$ cat src/fpPkg.sv
/*
 * Shared definitions for the binary128 scaleb unit
 * Holds the field widths, the vector types and the structs that carry
 * operands, decomposed fields and exception bits between the blocks
 */

package fpPkg;

	// ------------------------------------------------------------------
	// Field widths of the quad precision format
	// ------------------------------------------------------------------

	// Biased exponent field
	localparam int expWidth = 15;

	// Stored significand, the hidden bit is not part of the word
	localparam int sigWidth = 112;

	// Scale count is one bit wider than the exponent so that the
	// zero-extended exponent plus the count fits with a spare top bit
	localparam int scaleWidth = 16;

	// ------------------------------------------------------------------
	// Vector types
	// ------------------------------------------------------------------

	// Biased exponent
	typedef logic [expWidth-1:0] fpExp;

	// Significand field without the hidden bit
	typedef logic [sigWidth-1:0] fpSig;

	// Two's complement scale count, the top bit is the sign
	typedef logic [scaleWidth-1:0] fpScale;

	// All ones exponent marks infinity or NaN
	localparam fpExp expMax = '1;

	// ------------------------------------------------------------------
	// Structs
	// ------------------------------------------------------------------

	// A binary128 value laid out as it sits in memory, sign on top
	typedef struct packed {
		logic sign;
		fpExp exp;
		fpSig sig;
	} fp128;

	// Fields of an operand together with its class
	// Only one of the class bits can be set at a time
	typedef struct packed {
		logic sign;
		fpExp exp;
		fpSig sig;
		logic isZero;
		logic isInf;
		logic isNan;
	} fpParts;

	// Exception bits, used per result and for the sticky flags
	typedef struct packed {
		logic overflow;
		logic underflow;
	} fpExcept;

endpackage

$ cat src/fpDecomp.sv
/*
 * Binary128 operand decomposer
 * Splits a quad precision value into sign, exponent and significand
 * and classifies it as zero, infinity or NaN. Purely combinational
 */

`timescale 1ns/10ps

module fpDecomp (
	input fpPkg::fp128 value,
	output fpPkg::fpParts parts
);

	// ------------------------------------------------------------------
	// Field tests
	// ------------------------------------------------------------------

	// Exponent is all ones, so the value is either infinity or NaN
	logic expAllOnes;

	// Exponent is zero, which covers zero and subnormal values
	logic expZero;

	// Significand field is empty
	logic sigZero;

	assign expAllOnes = (value.exp == fpPkg::expMax);
	assign expZero = (value.exp == '0);
	assign sigZero = (value.sig == '0);

	// ------------------------------------------------------------------
	// Field extraction and class
	// ------------------------------------------------------------------

	always_comb begin
		// The fields are copied straight through
		parts.sign = value.sign;
		parts.exp = value.exp;
		parts.sig = value.sig;

		// Zero keeps its sign, so both +0 and -0 match here
		parts.isZero = expZero & sigZero;

		// Infinity has an empty significand under the top exponent
		parts.isInf = expAllOnes & sigZero;

		// Any payload under the top exponent is a NaN
		// Quiet and signaling NaNs are not told apart
		parts.isNan = expAllOnes & ~sigZero;
	end

	// Subnormals are not flagged and count as ordinary finite values.
	// The scaleb datapath treats them the same way, so a subnormal
	// operand only has its exponent field moved by the count

endmodule

$ cat src/fpFlags.sv
/*
 * Sticky exception flag register
 * Collects the overflow and underflow bits of each result over
 * ce-enabled cycles until software clears them with a strobe
 */

`timescale 1ns/10ps

module fpFlags (
	input logic clk,
	input logic rstN,
	input logic ce,
	input logic clearFlags,
	input fpPkg::fpExcept exc,
	output fpPkg::fpExcept flags
);

	// ------------------------------------------------------------------
	// Flag update
	// ------------------------------------------------------------------

	// Next value of each flag when the pipeline advances
	fpPkg::fpExcept flagsAcc;

	always_comb begin
		flagsAcc.overflow = flags.overflow | exc.overflow;
		flagsAcc.underflow = flags.underflow | exc.underflow;
	end

	always_ff @(posedge clk or negedge rstN) begin
		if (!rstN) begin
			flags <= '0;
		end else if (clearFlags) begin
			// The clear wins over an exception arriving at the same edge
			// and works whether or not the pipeline is moving
			flags <= '0;
		end else if (ce) begin
			// Only ce-high cycles carry a new result into the flags
			flags <= flagsAcc;
		end
	end

	// While ce is low the result register holds its old value, so
	// skipping those cycles keeps one event from being collected twice

endmodule

$ cat src/fpScaleUnit.sv
/*
 * Binary128 scaleb unit top level
 * Joins the two stage scaleb pipeline with the sticky flag register.
 * Adds no latency of its own
 */

`timescale 1ns/10ps

module fpScaleUnit (
	input logic clk,
	input logic rstN,
	input logic ce,
	input fpPkg::fp128 a,
	input fpPkg::fpScale b,
	input logic clearFlags,
	output fpPkg::fp128 o,
	output fpPkg::fpExcept exc,
	output fpPkg::fpExcept flags
);

	// ------------------------------------------------------------------
	// Scaleb datapath
	// ------------------------------------------------------------------

	// Result and its exception bits appear two ce-cycles after the
	// operand and count were sampled
	fpScaleb scaleb (
		.clk(clk),
		.rstN(rstN),
		.ce(ce),
		.a(a),
		.b(b),
		.o(o),
		.exc(exc)
	);

	// ------------------------------------------------------------------
	// Sticky flags
	// ------------------------------------------------------------------

	// The per-result exception bits feed both the output port and
	// the flag register
	fpFlags flagReg (
		.clk(clk),
		.rstN(rstN),
		.ce(ce),
		.clearFlags(clearFlags),
		.exc(exc),
		.flags(flags)
	);

endmodule

$ cat src/fpScaleb.sv
/*
 * Two stage binary128 scaleb pipeline
 * Adds a signed count to the biased exponent, saturates to infinity on
 * overflow and clamps the exponent to zero on underflow. Special
 * operands pass through unchanged. Both stages advance on ce only
 */

`timescale 1ns/10ps

module fpScaleb (
	input logic clk,
	input logic rstN,
	input logic ce,
	input fpPkg::fp128 a,
	input fpPkg::fpScale b,
	output fpPkg::fp128 o,
	output fpPkg::fpExcept exc
);

	// ------------------------------------------------------------------
	// Declarations
	// ------------------------------------------------------------------

	// Decomposed operand, straight from the combinational splitter
	fpPkg::fpParts aParts;

	// Operand is zero, infinity or NaN and leaves untouched
	logic passIn;

	// Zero-extended exponent plus the count, modulo 2**16
	fpPkg::fpScale sumIn;

	// Stage 1 registers
	fpPkg::fp128 s1Val;
	logic s1Pass;
	logic s1BNeg;
	fpPkg::fpScale s1Sum;

	// Top bit of the registered sum signals that the range was left
	logic sumTop;

	// Stage 2 next values
	fpPkg::fp128 resNext;
	fpPkg::fpExcept excNext;

	// ------------------------------------------------------------------
	// Stage 1 - decompose and add
	// ------------------------------------------------------------------

	fpDecomp decomp (
		.value(a),
		.parts(aParts)
	);

	assign passIn = aParts.isZero | aParts.isInf | aParts.isNan;

	// The exponent is unsigned, so the cast zero-extends it before the add
	assign sumIn = fpPkg::fpScale'(aParts.exp) + b;

	always_ff @(posedge clk or negedge rstN) begin
		if (!rstN) begin
			s1Val <= '0;
			s1Pass <= 1'b0;
			s1BNeg <= 1'b0;
			s1Sum <= '0;
		end else if (ce) begin
			// Fields are rebuilt from the decomposer, so a pass-through
			// result is bit-identical to the operand
			s1Val.sign <= aParts.sign;
			s1Val.exp <= aParts.exp;
			s1Val.sig <= aParts.sig;
			s1Pass <= passIn;
			// Sign of the count tells underflow from overflow later on
			s1BNeg <= b[fpPkg::scaleWidth-1];
			s1Sum <= sumIn;
		end
	end

	// ------------------------------------------------------------------
	// Stage 2 - range check and result select
	// ------------------------------------------------------------------

	assign sumTop = s1Sum[fpPkg::scaleWidth-1];

	always_comb begin
		// Default keeps sign, exponent and significand as they came in
		resNext = s1Val;
		excNext = '0;

		if (!s1Pass) begin
			if (sumTop && s1BNeg) begin
				// Exponent went below zero
				// It is clamped and the significand is kept as is, no
				// denormalizing shift is applied
				resNext.exp = '0;
				excNext.underflow = 1'b1;
			end else if (sumTop) begin
				// Exponent ran past the top, result is a signed infinity
				resNext.exp = fpPkg::expMax;
				resNext.sig = '0;
				excNext.overflow = 1'b1;
			end else begin
				// In range, the low bits of the sum are the new exponent
				resNext.exp = s1Sum[fpPkg::expWidth-1:0];
			end
		end
	end

	// Result register, the exception bits travel with the value
	always_ff @(posedge clk or negedge rstN) begin
		if (!rstN) begin
			o <= '0;
			exc <= '0;
		end else if (ce) begin
			o <= resNext;
			exc <= excNext;
		end
	end

	// A sum that lands exactly on the all ones exponent is not caught
	// as an overflow. Its significand decides whether it reads back as
	// infinity or NaN

endmodule
$ cat config.mk
export PLATFORM = sky130hd
export DESIGN_NAME = fpScaleUnit
export DESIGN_NICKNAME = d
export VERILOG_FILES = /design/src/fpPkg.sv /design/src/fpDecomp.sv /design/src/fpFlags.sv /design/src/fpScaleUnit.sv /design/src/fpScaleb.sv
export SDC_FILE = /design/constraint.sdc
export NUM_CORES = 1
export LEC_CHECK = 0
export ABC_AREA = 1
export BUFFER_PORTS_ARGS = -buffer_cell sky130_fd_sc_hd__clkbuf_2
export CAP_MARGIN = 0
export CORE_MARGIN = 5
export CORE_UTILIZATION = 40
export CTS_CLUSTER_SIZE = 24
export DETAILED_ROUTE_END_ITERATION = 8
export HOLD_SLACK_MARGIN = 0.02
export SETUP_SLACK_MARGIN = 0.1
export SYNTH_ARGS = -nofsm -noshare
export SYNTH_HDL_FRONTEND = slang
export SYNTH_SLANG_ARGS = --single-unit
$ cat constraint.sdc
create_clock -name clk -period 2.45 [get_ports clk]
set_input_delay 0.735 -clock clk [delete_from_list [all_inputs] [get_ports clk]]
set_output_delay 0.735 -clock clk [all_outputs]
set_load 0.03 [all_outputs]
==> results.txt <==
WP data arrival: 1230 ps
Largest net degree at the start of global routing: 137
Synth Cell Area: 12010 um^2
Sink Count: 278
Lkg Pwr: 7.519 nW
Met3 WL: 2151 um
Fmax: 0.5094 GHz
Die Wd: 183.3 um
Register bit total from synthesis: 278
H-tree levels: 1
Hold_buf cts: 0
Mapped Cells: 1352
WL/cell: 15.33 um
Placer Congestion: 0.8595
Via Count: 9654
Row count: 63
Main area contributors after synthesis: dfrtp_1, nand2_1, o21ai_0
Dpl hpwl: 21550 um
Tot GR Track Use: 18.01%
Initial DRC count: 715
First-pass GRT wire length: 50040 um
Area Growth Syn to Fin: 21.73%
Share of layout cells above drive strength 1: 22.54%
DIE AREA: 33580 um^2
Most frequent cell after synthesis: nand2_1
Post-CTS Setup Bufs: 0
Post-Route M1 WL: 13990 um
Pwr/cell area: 828.8 nW/um^2
Most common flop cell mapped by yosys: dfrtp_1
RSZ-0062 raised after global routing: false
Vias in the first global route: 9491
Layout filler cell count: 2916
Period Utilization, post-route: 80.13%
CTS clock-pin slew for the worst setup and hold paths: 60 ps
Worst Path Buf+Inv: 1
Final Skew: 5.820 ps
Outcome: completed
Final hold vios: 0
Yosys top cell area share: 57.94%
Max stage delay cell, worst path: dfrtp_1
Worst-Margin Slew: 543.7 ps
Post-route DRC violation count: 0
Hold Crit Class: input pin to async pin
Top Family by Delay on Critical Path: flip-flops
CTS tree: yes
IR drop worst, VDD: 0.0004783 V
Insertion delay to the later sink of the worst-skew pair: 530 ps
Setup TNS: 0 ps
PortBufs: 279
Final nets: 1775
Syn_nets: 1516
Crit-path cells: clkbuf_2
Initial antenna violation count: 0
Slew headroom: 63.75%
EDFF count, synth: 0
Post-synth top area cell: dfrtp_1
DR vias/cell: 4.772
Die H: 183.3 um
TritonRoute pass-1 iters: 5
Max Used Layer: met4
Post-route minimum period: 1963 ps
WP data required: 1710 ps
Starting density of the core: 40.51%
Max-Cap Viols: 0
TritonCTS Buffers: 29
YS warnings: 0
WL met2: 14440 um
Finished Layout Cells: 2023
Fin. max-slew vios: 0
Setup violations, final: 0
Grt ovf: 0
Synth top cells by count: nand2_1, dfrtp_1, o21ai_0, inv_1, nor2_1
Crit path largest cell delay: 420 ps
Syn Area/Cell: 8.881 um^2
Root Buffer: clkbuf_16
Worst-path fanout max: 3
Longest Clk Path Bufs: 3
Placed insts: 1970
Synth cell types: 37
DRT Wirelength: 31020 um
Asr flop ratio synth: 100.0%
CP Launch Type: register
Post_cts resized: 0
Seq/Total Area, Yosys: 57.94%
Critical path type: register to primary output
Final ANT Viol Nets: 0
Area of the core: 29640 um^2
Io pins: 280
Crit. End Element: primary output
Ant. Diodes: 0
-- cells in the final DEF, fill, tap and decap left out, types with 15 or more instances in the layout --
| cell | instances |
|---|---|
| clkbuf_16 | 29 |
| clkbuf_2 | 277 |
| dfrtp_1 | 278 |
| ha_1 | 15 |
| inv_1 | 160 |
| nand2_1 | 397 |
| nand3_1 | 23 |
| nor2_1 | 116 |
| o21ai_0 | 236 |
-- where the power goes --
part / leakage (nW) / internal, mW / switching, mW / total (mW)
clock network: 0.476 / 2.68 / 1.80 / 4.48
registers: 3.44 / 5.12 / 0.271 / 5.39
logic: 3.60 / 0.658 / 1.58 / 2.24
total: 7.52 / 8.46 / 3.65 / 12.1
-- state kept, by name, indices dropped and copies added (netlist names) --
| register | flops |
|---|---|
| flagReg.flags | 2 |
| scaleb.exc | 2 |
| scaleb.o | 128 |
| scaleb.resNext | 1 |
| scaleb.s1BNeg | 1 |
| scaleb.s1Pass | 1 |
| scaleb.s1Sum | 16 |
| scaleb.s1Val | 127 |
-- path summary, 6_finish.rpt --
kind                                from                to  slack (ps)  cells past startpoint
max                        scaleb.exc[1]            exc[1]         490                      1
min                                 rstN      scaleb.o[22]         120                      1
max reg2reg                scaleb.s1BNeg      scaleb.o[46]         940                      5
min reg2reg                 scaleb.o[81]      scaleb.o[81]         480                      2
max in group asynchronous           rstN  scaleb.s1Val[74]        1620                      2
min in group clk              clearFlags  flagReg.flags[0]         370                      2
-- worst register-to-register path, stage by stage (launching register included) --
cell and delay [ps]:
dfrtp_1 400, inv_1 90, nand2_2 70, o21ai_4 150
buf_4 440, o21ai_0 220
-- layout make-up --
type                            count  area [um^2]  area share (%)
Sequential cell                   278         6957           47.60
Clock inverter                     17        195.2           1.335
Multi-Input combinational cell    850         3969           27.16
Tap cell                          390        488.0           3.339
Inverter                          161        609.3           4.169
Timing Repair Buffer              291         1615           11.05
Clock buffer                       36        782.0           5.351
-- metrics by stage --
step	setup WS [ps]	area [um^2]	power, mW	utilization (%)	hold WS, ps
finish	486.9	14620	12.11	49.31	121.4
global route	432.4	14620	12.72	49.31	131.0
CTS	440.7	14620	12.28	49.31	110.7
detailed placement	122.1	13640	7.747	46.01	463.7
global placement	116.7	13640	7.709	46.01	460.1
floorplan	359.4	12010	6.880	-	439.4
-- logic make-up after synthesis --
| logic type | Yosys count | share of synthesized area (%) |
|---|---|---|
| simple gates | 552 | 17.97 |
| compound gates | 278 | 13.07 |
| flops | 278 | 57.94 |
| buf+inv | 224 | 9.004 |
| fa+ha+maj | 16 | 1.730 |
| xor+xnor | 4 | 0.2918 |
-- metal layers --
metal | vias up | global-route usage, %
li1 | 4779 | -
met1 | 4562 | 26.08
met2 | 282 | 28.89
met3 | 31 | 3.253
met4 | 0 | 3.337
met5 | - | 0
Power figures use the tool's default switching activity.
